**src/rtl/main_bus_macros.svh**
```systemverilog
`ifndef MAIN_BUS_MACROS_SVH
`define MAIN_BUS_MACROS_SVH

// CPU bus widths, address counted in words from A1
`define MB_AW 23
`define MB_DW 16

// Programmable mapper
`define MB_REGIONS 8
`define MB_MAP_WIN 8'hFF

// I/O sub-windows, taken from A11..A8
`define MB_SUB_CAB 4'd0
`define MB_SUB_VID 4'd1
`define MB_SUB_MUL 4'd2
`define MB_SUB_CMP 4'd3

// Chip select to DTACKn for internal regions
`define MB_DTACK_DLY 2

// Region 0 after reset covers the program ROM pages
`define MB_RST_BASE0 8'h00
`define MB_RST_MASK0 8'h0F

`endif

```
**src/rtl/main_bus_pkg.sv**
```systemverilog
`include "main_bus_macros.svh"

package main_bus_pkg;

    typedef enum logic [2:0] {
        REG_ROM  = 3'd0,
        REG_RAM  = 3'd1,
        REG_VRAM = 3'd2,    // char RAM when A16 is set
        REG_PAL  = 3'd3,
        REG_OBJ  = 3'd4,
        REG_IO   = 3'd5
    } region_e;

    typedef struct packed {
        logic [`MB_AW:1]   addr;
        logic [`MB_DW-1:0] dout;
        logic              rnw;
        logic              asn;
        logic              udsn;
        logic              ldsn;
    } cpu_bus_t;

    // Even mapper registers
    typedef struct packed {
        logic [7:0] base;
        logic [7:0] mask;
    } map_base_t;

    // Odd mapper registers
    typedef struct packed {
        logic [11:0] rsvd;
        logic        en;
        region_e     kind;
    } map_ctrl_t;

    typedef union packed {
        map_base_t as_base;
        map_ctrl_t as_ctrl;
    } map_word_u;

    typedef struct packed {
        logic              wr;
        logic              sel;
        logic [3:0]        addr;    // A4..A1, peripherals use the low two bits
        logic [`MB_DW-1:0] din;
        logic [1:0]        be;
    } periph_req_t;

    typedef struct packed {
        logic [`MB_REGIONS-1:0] hits;
        region_e                kind;
    } region_hit_t;

    // Byte-lane write into a 16-bit register
    function automatic logic [15:0] merge_word(input logic [15:0] old, input periph_req_t req);
        return {req.be[1] ? req.din[15:8] : old[15:8], req.be[0] ? req.din[7:0] : old[7:0]};
    endfunction

endpackage

```
**src/rtl/region_mapper.sv**
```systemverilog
`timescale 1ns/1ns
`include "main_bus_macros.svh"

module region_mapper import main_bus_pkg::*; (
    input  logic        clk,
    input  logic        rst,
    input  periph_req_t req,
    input  logic [7:0]  page,
    output region_hit_t hit,
    output logic [15:0] rd_data
);

    logic [7:0]             base [`MB_REGIONS];
    logic [7:0]             mask [`MB_REGIONS];
    region_e                kind [`MB_REGIONS];
    logic [`MB_REGIONS-1:0] en;
    logic [`MB_REGIONS-1:0] match;
    map_word_u              wr_word;
    map_word_u              rd_word;
    logic [2:0]             idx;

    assign wr_word = req.din;
    // Two registers per entry
    assign idx     = req.addr[3:1];

    always_ff @(posedge clk or posedge rst) begin
        if (rst) begin
            for (int i = 0; i < `MB_REGIONS; i++) begin
                base[i] <= (i == 0) ? `MB_RST_BASE0 : 8'h00;
                mask[i] <= (i == 0) ? `MB_RST_MASK0 : 8'h00;
                kind[i] <= REG_ROM;
            end
            en <= `MB_REGIONS'(1);
        end else if (req.wr) begin
            if (!req.addr[0]) begin
                if (req.be[1]) base[idx] <= wr_word.as_base.base;
                if (req.be[0]) mask[idx] <= wr_word.as_base.mask;
            end else if (req.be[0]) begin
                en[idx]   <= wr_word.as_ctrl.en;
                kind[idx] <= wr_word.as_ctrl.kind;
            end
        end
    end

    always_comb begin
        rd_word = '0;
        if (req.addr[0]) begin
            rd_word.as_ctrl.en   = en[idx];
            rd_word.as_ctrl.kind = kind[idx];
        end else begin
            rd_word.as_base.base = base[idx];
            rd_word.as_base.mask = mask[idx];
        end
    end

    assign rd_data = req.sel ? rd_word : 16'h0000;

    // Mask bits set to one are don't-care
    always_comb begin
        hit.kind = REG_ROM;
        for (int i = `MB_REGIONS - 1; i >= 0; i--) begin
            match[i] = en[i] && ((page ^ base[i]) & ~mask[i]) == 8'h00;
            if (match[i]) hit.kind = kind[i];
        end
        // Keep only the lowest matching entry
        hit.hits = match & (~match + 1'b1);
    end

    // Reported kind must come from the one winning entry
    a_single_winner: assert property (@(posedge clk) disable iff (rst)
        $onehot0(hit.hits) &&
        (hit.hits == '0 || hit.kind == kind[$countones(hit.hits - 1'b1)]))
        else $error("region_mapper: winner not unique or kind from another entry");

endmodule

```
**src/rtl/bus_ctrl.sv**
```systemverilog
`timescale 1ns/1ns
`include "main_bus_macros.svh"

module bus_ctrl import main_bus_pkg::*; (
    input  logic        clk,
    input  logic        rst,
    input  cpu_bus_t    bus,
    input  region_hit_t hit,
    input  logic        rom_ok,
    input  logic        ram_ok,
    input  logic [15:0] rom_data,
    input  logic [15:0] ram_data,
    input  logic [15:0] char_dout,
    input  logic [15:0] pal_dout,
    input  logic [15:0] obj_dout,
    input  logic [15:0] map_data,
    input  logic [15:0] mul_data,
    input  logic [15:0] cmp_data,
    input  logic [15:0] cab_data,
    output logic        rom_cs,
    output logic        ram_cs,
    output logic        vram_cs,
    output logic        char_cs,
    output logic        pal_cs,
    output logic        objram_cs,
    output periph_req_t map_req,
    output periph_req_t mul_req,
    output periph_req_t cmp_req,
    output periph_req_t cab_req,
    output periph_req_t vid_req,
    output logic [15:0] cpu_din,
    output logic        dtackn
);

    logic        ds_act;
    logic        acc_on;
    logic        map_win;
    logic        hit_any;
    logic        io_cs;
    logic        map_cs;
    logic        none_cs;
    logic        int_cs;
    logic        ext_ok;
    logic        ack_now;
    logic        dtack_q;
    logic        wr_first;
    logic [1:0]  dly_cnt;
    logic [3:0]  io_sub;
    logic [15:0] rd_mux;

    assign ds_act  = !bus.udsn || !bus.ldsn;
    // A data strobe, or the read phase of a read-modify-write
    assign acc_on  = !bus.asn && (ds_act || bus.rnw);
    assign map_win = bus.addr[23:16] == `MB_MAP_WIN;
    assign hit_any = |hit.hits && !map_win;
    assign io_sub  = bus.addr[11:8];

    always_ff @(posedge clk or posedge rst) begin
        if (rst) begin
            {rom_cs, ram_cs, vram_cs, char_cs, pal_cs, objram_cs} <= '0;
            {io_cs, map_cs, none_cs} <= '0;
        end else if (acc_on) begin
            rom_cs    <= hit_any && hit.kind == REG_ROM && bus.rnw;
            ram_cs    <= hit_any && hit.kind == REG_RAM && ds_act;
            vram_cs   <= hit_any && hit.kind == REG_VRAM && !bus.addr[16] && ds_act;
            char_cs   <= hit_any && hit.kind == REG_VRAM && bus.addr[16];
            pal_cs    <= hit_any && hit.kind == REG_PAL;
            objram_cs <= hit_any && hit.kind == REG_OBJ;
            io_cs     <= hit_any && hit.kind == REG_IO;
            map_cs    <= map_win;
            // Unmapped pages and writes to ROM still get a DTACK
            none_cs   <= !map_win && (!(|hit.hits) || (hit.kind == REG_ROM && !bus.rnw));
        end else begin
            {rom_cs, ram_cs, vram_cs, char_cs, pal_cs, objram_cs} <= '0;
            {io_cs, map_cs, none_cs} <= '0;
        end
    end

    assign int_cs = char_cs | pal_cs | objram_cs | io_cs | map_cs | none_cs;
    assign ext_ok = (rom_cs && rom_ok) || ((ram_cs || vram_cs) && ram_ok);
    assign ack_now = (int_cs && dly_cnt == 2'(`MB_DTACK_DLY)) || ext_ok;

    // Fixed wait for internal regions
    always_ff @(posedge clk or posedge rst) begin
        if (rst) begin
            dly_cnt <= 2'd0;
        end else if (!int_cs) begin
            dly_cnt <= 2'd0;
        end else if (dly_cnt != 2'(`MB_DTACK_DLY)) begin
            dly_cnt <= dly_cnt + 2'd1;
        end
    end

    // Acknowledge latch, holds until AS goes away
    always_ff @(posedge clk or posedge rst) begin
        if (rst) begin
            dtack_q <= 1'b0;
            cpu_din <= 16'h0000;
        end else if (bus.asn) begin
            dtack_q <= 1'b0;
        end else if (ack_now && !dtack_q) begin
            dtack_q <= 1'b1;
            cpu_din <= rd_mux;
        end
    end

    assign dtackn = bus.asn || !dtack_q;

    always_comb begin
        if (rom_cs) begin
            rd_mux = rom_data;
        end else if (ram_cs || vram_cs) begin
            rd_mux = ram_data;
        end else if (char_cs) begin
            rd_mux = char_dout;
        end else if (pal_cs) begin
            rd_mux = pal_dout;
        end else if (objram_cs) begin
            rd_mux = obj_dout;
        end else if (map_cs) begin
            rd_mux = map_data;
        end else if (io_cs) begin
            case (io_sub)
                `MB_SUB_CAB: rd_mux = cab_data;
                `MB_SUB_MUL: rd_mux = mul_data;
                `MB_SUB_CMP: rd_mux = cmp_data;
                default:     rd_mux = 16'hFFFF;
            endcase
        end else begin
            rd_mux = 16'hFFFF;
        end
    end

    // Write strobe only on the first select cycle
    assign wr_first = !bus.rnw && dly_cnt == 2'd0;

    function automatic periph_req_t make_req(input logic sel);
        periph_req_t r;
        r.wr   = sel && wr_first;
        r.sel  = sel;
        r.addr = bus.addr[4:1];
        r.din  = bus.dout;
        r.be   = ~{bus.udsn, bus.ldsn};
        return r;
    endfunction

    always_comb begin
        map_req = make_req(map_cs);
        mul_req = make_req(io_cs && io_sub == `MB_SUB_MUL);
        cmp_req = make_req(io_cs && io_sub == `MB_SUB_CMP);
        cab_req = make_req(io_cs && io_sub == `MB_SUB_CAB);
        vid_req = make_req(io_cs && io_sub == `MB_SUB_VID);
    end

    a_cs_onehot: assert property (@(posedge clk) disable iff (rst)
        $onehot0({rom_cs, ram_cs, vram_cs, char_cs, pal_cs, objram_cs, io_cs, map_cs, none_cs}))
        else $error("bus_ctrl: several chip selects active");

    a_dtack_in_cycle: assert property (@(posedge clk) disable iff (rst)
        !dtackn |-> !bus.asn && (int_cs || rom_cs || ram_cs || vram_cs))
        else $error("bus_ctrl: DTACKn low outside a selected access");

endmodule

```
**src/rtl/mul_unit.sv**
```systemverilog
`timescale 1ns/1ns

module mul_unit import main_bus_pkg::*; (
    input  logic        clk,
    input  logic        rst,
    input  periph_req_t req,
    output logic [15:0] rd_data
);

    logic signed [15:0] op_a;
    logic signed [15:0] op_b;
    logic signed [31:0] prod;

    always_ff @(posedge clk or posedge rst) begin
        if (rst) begin
            op_a <= 16'sd0;
            op_b <= 16'sd0;
            prod <= 32'sd0;
        end else begin
            // Product follows the operands one cycle later
            prod <= op_a * op_b;
            if (req.wr && req.addr[1:0] == 2'd0) op_a <= merge_word(op_a, req);
            if (req.wr && req.addr[1:0] == 2'd1) op_b <= merge_word(op_b, req);
        end
    end

    always_comb begin
        case (req.addr[1:0])
            2'd0:    rd_data = op_a;
            2'd1:    rd_data = op_b;
            2'd2:    rd_data = prod[15:0];
            default: rd_data = prod[31:16];
        endcase
    end

endmodule

```
**src/rtl/cmp_unit.sv**
```systemverilog
`timescale 1ns/1ns

module cmp_unit import main_bus_pkg::*; (
    input  logic        clk,
    input  logic        rst,
    input  periph_req_t req,
    output logic [15:0] rd_data
);

    logic signed [15:0] bound0;
    logic signed [15:0] bound1;
    logic signed [15:0] value;
    logic signed [15:0] lo;
    logic signed [15:0] hi;
    logic signed [15:0] clamped;
    logic               below;
    logic               above;

    always_ff @(posedge clk or posedge rst) begin
        if (rst) begin
            bound0 <= 16'sd0;
            bound1 <= 16'sd0;
            value  <= 16'sd0;
        end else if (req.wr) begin
            case (req.addr[1:0])
                2'd0:    bound0 <= merge_word(bound0, req);
                2'd1:    bound1 <= merge_word(bound1, req);
                2'd2:    value  <= merge_word(value, req);
                default: ;
            endcase
        end
    end

    // Bounds may be written in either order
    assign lo = (bound0 < bound1) ? bound0 : bound1;
    assign hi = (bound0 < bound1) ? bound1 : bound0;

    assign below   = value < lo;
    assign above   = value > hi;
    assign clamped = below ? lo : (above ? hi : value);

    always_comb begin
        case (req.addr[1:0])
            2'd0:    rd_data = bound0;
            2'd1:    rd_data = bound1;
            2'd2:    rd_data = {13'd0, !below && !above, above, below};
            default: rd_data = clamped;
        endcase
    end

endmodule

```
**src/rtl/cab_io.sv**
```systemverilog
`timescale 1ns/1ns

module cab_io import main_bus_pkg::*; (
    input  logic        clk,
    input  logic        rst,
    input  periph_req_t cab_req,
    input  periph_req_t vid_req,
    input  logic [7:0]  joystick1,
    input  logic [7:0]  joystick2,
    input  logic [1:0]  start_button,
    input  logic [1:0]  coin_input,
    input  logic        service,
    input  logic [7:0]  dipsw_a,
    input  logic [7:0]  dipsw_b,
    output logic [15:0] rd_data,
    output logic        flip,
    output logic        video_en,
    output logic [5:0]  tile_bank
);

    // Video control only listens to the low byte
    always_ff @(posedge clk or posedge rst) begin
        if (rst) begin
            flip      <= 1'b0;
            video_en  <= 1'b0;
            tile_bank <= 6'd0;
        end else if (vid_req.wr && vid_req.be[0]) begin
            case (vid_req.addr[1:0])
                2'd0: begin
                    video_en <= vid_req.din[0];
                    flip     <= vid_req.din[1];
                end
                2'd2:    tile_bank[2:0] <= vid_req.din[2:0];
                2'd3:    tile_bank[5:3] <= vid_req.din[2:0];
                default: ;
            endcase
        end
    end

    // Upper byte floats high except on the DIP switch word
    always_comb begin
        case (cab_req.addr[1:0])
            2'd0:    rd_data = {8'hFF, 2'b11, start_button, 1'b1, service, coin_input};
            2'd1:    rd_data = {8'hFF, joystick1};
            2'd2:    rd_data = {8'hFF, joystick2};
            default: rd_data = {dipsw_b, dipsw_a};
        endcase
    end

endmodule

```
**src/rtl/main_bus_top.sv**
```systemverilog
`timescale 1ns/1ns

module main_bus_top import main_bus_pkg::*; (
    input  logic        clk,
    input  logic        rst,
    input  cpu_bus_t    bus,

    // ROM and RAM
    output logic        rom_cs,
    output logic [18:1] rom_addr,
    input  logic [15:0] rom_data,
    input  logic        rom_ok,
    output logic        ram_cs,
    output logic        vram_cs,
    input  logic [15:0] ram_data,
    input  logic        ram_ok,

    // Video memories
    output logic        char_cs,
    output logic        pal_cs,
    output logic        objram_cs,
    input  logic [15:0] char_dout,
    input  logic [15:0] pal_dout,
    input  logic [15:0] obj_dout,

    output logic [15:0] cpu_din,
    output logic        dtackn,

    // Cabinet
    input  logic [7:0]  joystick1,
    input  logic [7:0]  joystick2,
    input  logic [1:0]  start_button,
    input  logic [1:0]  coin_input,
    input  logic        service,
    input  logic [7:0]  dipsw_a,
    input  logic [7:0]  dipsw_b,
    output logic        flip,
    output logic        video_en,
    output logic [5:0]  tile_bank
);

    region_hit_t hit;
    periph_req_t map_req;
    periph_req_t mul_req;
    periph_req_t cmp_req;
    periph_req_t cab_req;
    periph_req_t vid_req;
    logic [15:0] map_data;
    logic [15:0] mul_data;
    logic [15:0] cmp_data;
    logic [15:0] cab_data;

    assign rom_addr = bus.addr[18:1];

    region_mapper u_mapper (
        .clk     (clk),
        .rst     (rst),
        .req     (map_req),
        .page    (bus.addr[23:16]),
        .hit     (hit),
        .rd_data (map_data)
    );

    bus_ctrl u_ctrl (
        .clk       (clk),
        .rst       (rst),
        .bus       (bus),
        .hit       (hit),
        .rom_ok    (rom_ok),
        .ram_ok    (ram_ok),
        .rom_data  (rom_data),
        .ram_data  (ram_data),
        .char_dout (char_dout),
        .pal_dout  (pal_dout),
        .obj_dout  (obj_dout),
        .map_data  (map_data),
        .mul_data  (mul_data),
        .cmp_data  (cmp_data),
        .cab_data  (cab_data),
        .rom_cs    (rom_cs),
        .ram_cs    (ram_cs),
        .vram_cs   (vram_cs),
        .char_cs   (char_cs),
        .pal_cs    (pal_cs),
        .objram_cs (objram_cs),
        .map_req   (map_req),
        .mul_req   (mul_req),
        .cmp_req   (cmp_req),
        .cab_req   (cab_req),
        .vid_req   (vid_req),
        .cpu_din   (cpu_din),
        .dtackn    (dtackn)
    );

    mul_unit u_mul (
        .clk     (clk),
        .rst     (rst),
        .req     (mul_req),
        .rd_data (mul_data)
    );

    cmp_unit u_cmp (
        .clk     (clk),
        .rst     (rst),
        .req     (cmp_req),
        .rd_data (cmp_data)
    );

    cab_io u_cab (
        .clk          (clk),
        .rst          (rst),
        .cab_req      (cab_req),
        .vid_req      (vid_req),
        .joystick1    (joystick1),
        .joystick2    (joystick2),
        .start_button (start_button),
        .coin_input   (coin_input),
        .service      (service),
        .dipsw_a      (dipsw_a),
        .dipsw_b      (dipsw_b),
        .rd_data      (cab_data),
        .flip         (flip),
        .video_en     (video_en),
        .tile_bank    (tile_bank)
    );

endmodule

```
**config.mk**
```make
export PLATFORM = sky130hd
export DESIGN_NAME = main_bus_top
export DESIGN_NICKNAME = d
export VERILOG_FILES = /design/src/rtl/main_bus_pkg.sv /design/src/rtl/region_mapper.sv /design/src/rtl/bus_ctrl.sv /design/src/rtl/mul_unit.sv /design/src/rtl/cmp_unit.sv /design/src/rtl/cab_io.sv /design/src/rtl/main_bus_top.sv
export VERILOG_INCLUDE_DIRS = /design/src /design/src/rtl
export SDC_FILE = /design/constraint.sdc
export NUM_CORES = 2
export LEC_CHECK = 0
export BUFFER_PORTS_ARGS = -buffer_cell sky130_fd_sc_hd__clkbuf_2
export CAP_MARGIN = 20
export CORE_MARGIN = 2
export CORE_UTILIZATION = 45
export CTS_CLUSTER_SIZE = 30
export DETAILED_ROUTE_END_ITERATION = 8
export PLACE_DENSITY_LB_ADDON = 0.1
export SLEW_MARGIN = 20
export SYNTH_ARGS = -nofsm -noshare
export SYNTH_HDL_FRONTEND = slang
export SYNTH_SLANG_ARGS = --single-unit
```
**constraint.sdc**
```tcl
create_clock -name clk -period 15.7 [get_ports clk]
set_input_delay 1.57 -clock clk [delete_from_list [all_inputs] [get_ports clk]]
set_output_delay 1.57 -clock clk [all_outputs]
set_load 0.02 [all_outputs]
```
==> flow_metrics.py <==
metrics = {
    "routing": {
        "drc": 0,
        "drtIter0Drc": 1677,
        "wl_um": 90100,
        "drt-wirelength-per-cell_um": 25.2,
        "vias": 21000,
        "ant_nets": 0,
        "via_per_inst": 5.87,
        "first_pass_iters": 5,
    },
    "power": {
        "ir_worst_vdd_mv": 0.0686,
        "comb_power_share_pct": 10.3,
        "power_frac_clock_pct": 47.4,
        "switching_power_mw": 0.541,
        "power.internal_mw": 1.43,
        "seq_power_share_pct": 42.3,
        "power.density_nw_per_um2": 65.4,
        "swShare_pct": 27.5,
        "total_leakage_power_nw": 13.9,
    },
    "clock_tree": {
        "cts_sinks": 308,
        "post_cts_resized": 0,
        "cts_hold_buf": 0,
        "clockBufferDepth": 3,
        "cts_setup_buffers": 0,
        "cts_root_buffer": "clkbuf_16",
        "htreeDepth": 2,
        "cts_made_buffers": 39,
        "cts_tree": "done",
        "clock_latency_ns": 0.58,
        "path_clk_slew_ns": 0.06,
    },
    "floorplan": {
        "rows": 90,
        "core_um2": 60100,
        "die_y_um": 250,
        "die_w_um": 250,
        "ios": 213,
        "start_util_pct": 45.3,
        "die_area_um2": 62600,
    },
    "yosys": {
        "ys_ff_latch": 308,
        "synth_mux_area_share_pct": 13.2,
        "yosysWarnings": 0,
        "netlist_instances": 2649,
        "synthAdderAreaFrac_pct": 25.2,
        "synth_nets": 3205,
        "syn-cell-area_um2": 27300,
        "synth_area_leaders": "dfrtp_1 28%, fa_1 19%, mux2_2 10%",
        "yosys.area_share.simple_pct": 10.9,
        "synth_compound_area_share_pct": 12.0,
        "synthXorXnorAreaFrac_pct": 3.34,
        "synth_top_family_by_area": "adder cells",
        "syn_area_per_cell_um2": 10.3,
        "yosysTopAreaCellShare_pct": 27.8,
        "ys_types": 78,
        "synth_edf_count": 0,
        "synthArstFlopShare_pct": 100,
        "synth_top_cell_by_area": "dfrtp_1",
        "synth-seq-area-share_pct": 28.3,
        "synth_flop_cell": "dfrtp_1",
    },
    "timing": {
        "grt_setup_unrepaired": "no",
        "fmax_mhz": 141,
        "slew_headroom_pct": 26.6,
        "min_period_ns": 7.09,
        "finalHoldViolations": 0,
        "hold_slack_ns": 0.508,
        "finalSetupViolations": 0,
        "drv_slew": 0,
        "fin_crit_sh_pct": 45.2,
        "skew_ns": 0.0235,
        "tightest_slew_ns": 1.09,
        "tns_ns": 0,
    },
    "worst_setup_path": {
        "path_max_fanout": 18,
        "crit_buf_inv": 5,
        "startpoint_type": "flip-flop",
        "slowest_stage": "dfrtp_1",
        "crit_type": "flip-flop to flip-flop",
        "required_ns": 16.14,
        "worstSetupEndpointType": "flip-flop",
        "crit_path_cell_trace": "nand2_1, fa_1, inv_1, fa_1, inv_1, fa_1, inv_1, fa_1, inv_1, fa_1, inv_1, fa_1, ha_1, or3_1, a211oi_1, o21ai_0, a21oi_1, o21ai_0, o41a_1, a31o_2, a21oi_1, xnor2_1",
        "slowest_delay_ns": 0.75,
        "arrival_ns": 7.53,
        "crit_family": "adder cells",
        "path_common_cell": "fa_1",
    },
    "global_route": {
        "grt-ovfl-total": 0,
        "grt_first_pass_wirelength_um": 138000,
        "grt_antenna_before_repair": 5,
        "grt_usage_pct": 29.2,
        "grt_pass1_vias": 21400,
        "grt_max_degree": 104,
    },
    "outcome": {
        "outcome": "finished clean",
    },
    "min_path": {
        "min_path_type": "flip-flop to flip-flop",
    },
    "flow_run": {
        "maxCapViolCount": 0,
    },
    "final_layout": {
        "drive_gt1_share_pct": 21.1,
        "stdcell_area_um2": 30100,
        "nNetsFinal": 3320,
        "syn_to_final_growth_pct": 10.4,
    },
    "place": {
        "placed_cell_area_um2": 28800,
        "portBuffers": 198,
        "hpwl_um": 70500,
        "place.gp.congestion": 0.963,
    },
}
==> routing by layer <==
metal | routed length (um) | track usage (%)
met1 | 39000 | 40.9
met4 | 3170 | 10.1
met3 | 6500 | 5.04
met5 | 26 | 0
met2 | 41400 | 45.9
==> worst register-to-register path, delay by kind of cell, from the launching register on <==
family,cells,cell delay [ns]
flip-flops,1,0.75
buffers and inverters,5,0.29
AND/OR/NAND/NOR,2,0.56
XOR/XNOR,1,0.10
adder cells (fa/ha/maj),7,3.29
AO/OA/AOI/OAI,7,2.00
==> per-stage QoR <==
stage / total power, mW / std cells / setup slack (ns) / utilization [%]
2_1_floorplan: 0.958 / 2649 / 5.62 / -
3_3_place_gp: 1.05 / 3505 / 8.67 / 47.9
3_5_place_dp: 1.05 / 3505 / 8.56 / 47.9
4_1_cts: 1.99 / 3575 / 8.52 / 50.0
5_1_grt: 2.03 / 3575 / 8.27 / 50.0
6_report: 1.97 / 3579 / 8.61 / 50.1
==> cell usage after synthesis (7+ instances only) <==
library cell / number
a2111oi_0: 10
a211oi_1: 7
a21o_1: 18
a21oi_1: 100
a221oi_1: 25
a22o_1: 9
a22oi_1: 72
a31oi_1: 23
a41oi_1: 10
and2_1: 138
and3_1: 8
buf_1: 10
buf_2: 10
buf_4: 21
clkbuf_1: 105
dfrtp_1: 303
fa_1: 262
ha_1: 130
inv_1: 328
mux2_2: 251
mux2i_1: 29
mux4_2: 21
nand2_1: 182
nand2b_1: 37
nand3_1: 13
nand4_1: 21
nor2_1: 103
nor2b_1: 9
nor3_1: 27
nor4_1: 9
nor4b_1: 8
o211ai_1: 20
o21a_1: 22
o21ai_0: 52
o21ai_1: 21
o22a_1: 8
o22ai_1: 35
o31a_1: 7
o31ai_1: 8
or3_1: 10
xnor2_1: 95
==> cells in the final DEF, fill, tap and decap left out, types with 95 or more instances in the layout <==
cell      netlist  routed
xnor2_1        95      95
nor2_1        103     103
a21oi_1       100     100
nand2_1       182     182
inv_1         328     327
and2_1        138     138
mux2_2        251     251
ha_1          130     130
clkbuf_2        0     197
fa_1          262     262
dfrtp_1       303     303
==> logic make-up after synthesis <==
kind of cell	Yosys count
multiplexers	301
adder cells (fa/ha/maj)	392
buffers and inverters	479
AND/OR/NAND/NOR	586
flip-flops	308
AO/OA/AOI/OAI	481
XOR/XNOR	102
==> power groups by stage <==
stage | clock network [mW] | registers [mW] | logic [mW]
detailed placement | 0 | 0.846 | 0.204
global placement | 0 | 0.845 | 0.203
global route | 0.979 | 0.833 | 0.220
floorplan | 0 | 0.866 | 0.0917
finish | 0.933 | 0.832 | 0.203
CTS | 0.951 | 0.831 | 0.204
==> registers in the layout (all words and copies together), names as in the netlist, 2 cells and up <==
register / flops
u_ctrl.dly_cnt: 2
u_mapper.base: 64
u_mul.op_b: 16
u_mapper.mask: 64
u_cmp.bound1: 16
u_mapper.kind: 24
u_mapper.en: 8
u_mul.prod: 32
u_mul.op_a: 16
u_cmp.bound0: 16
u_cmp.value: 16
u_cab.tile_bank: 6
u_ctrl.cpu_din: 16
==> layout make-up <==
class	instances	area, um^2
antenna	4	10.0
clock buffer	49	1050
clock inverter	21	248
fill	5607	30000
tap	782	978
inverter	328	1240
timing repair buffer	225	1190
multi-input combinational	1862	17700
sequential	308	7710
==> path summary, 6_finish.rpt <==
path,startpoint,endpoint,slack [ns],depth (start not counted)
worst max-delay path,u_mul.op_a[13],u_mul.prod[31],8.61,22
worst min-delay path,u_cab.tile_bank[3],u_cab.tile_bank[3],0.51,1
worst max register to register,u_mul.op_a[13],u_mul.prod[31],8.61,22
worst min register to register,u_cab.tile_bank[3],u_cab.tile_bank[3],0.51,1
max in group asynchronous,rst,u_mapper.mask[19],12.25,4
min in group asynchronous,rst,u_cmp.bound0[5],1.12,2
No activity file was read; power rests on OpenSTA's default activity.
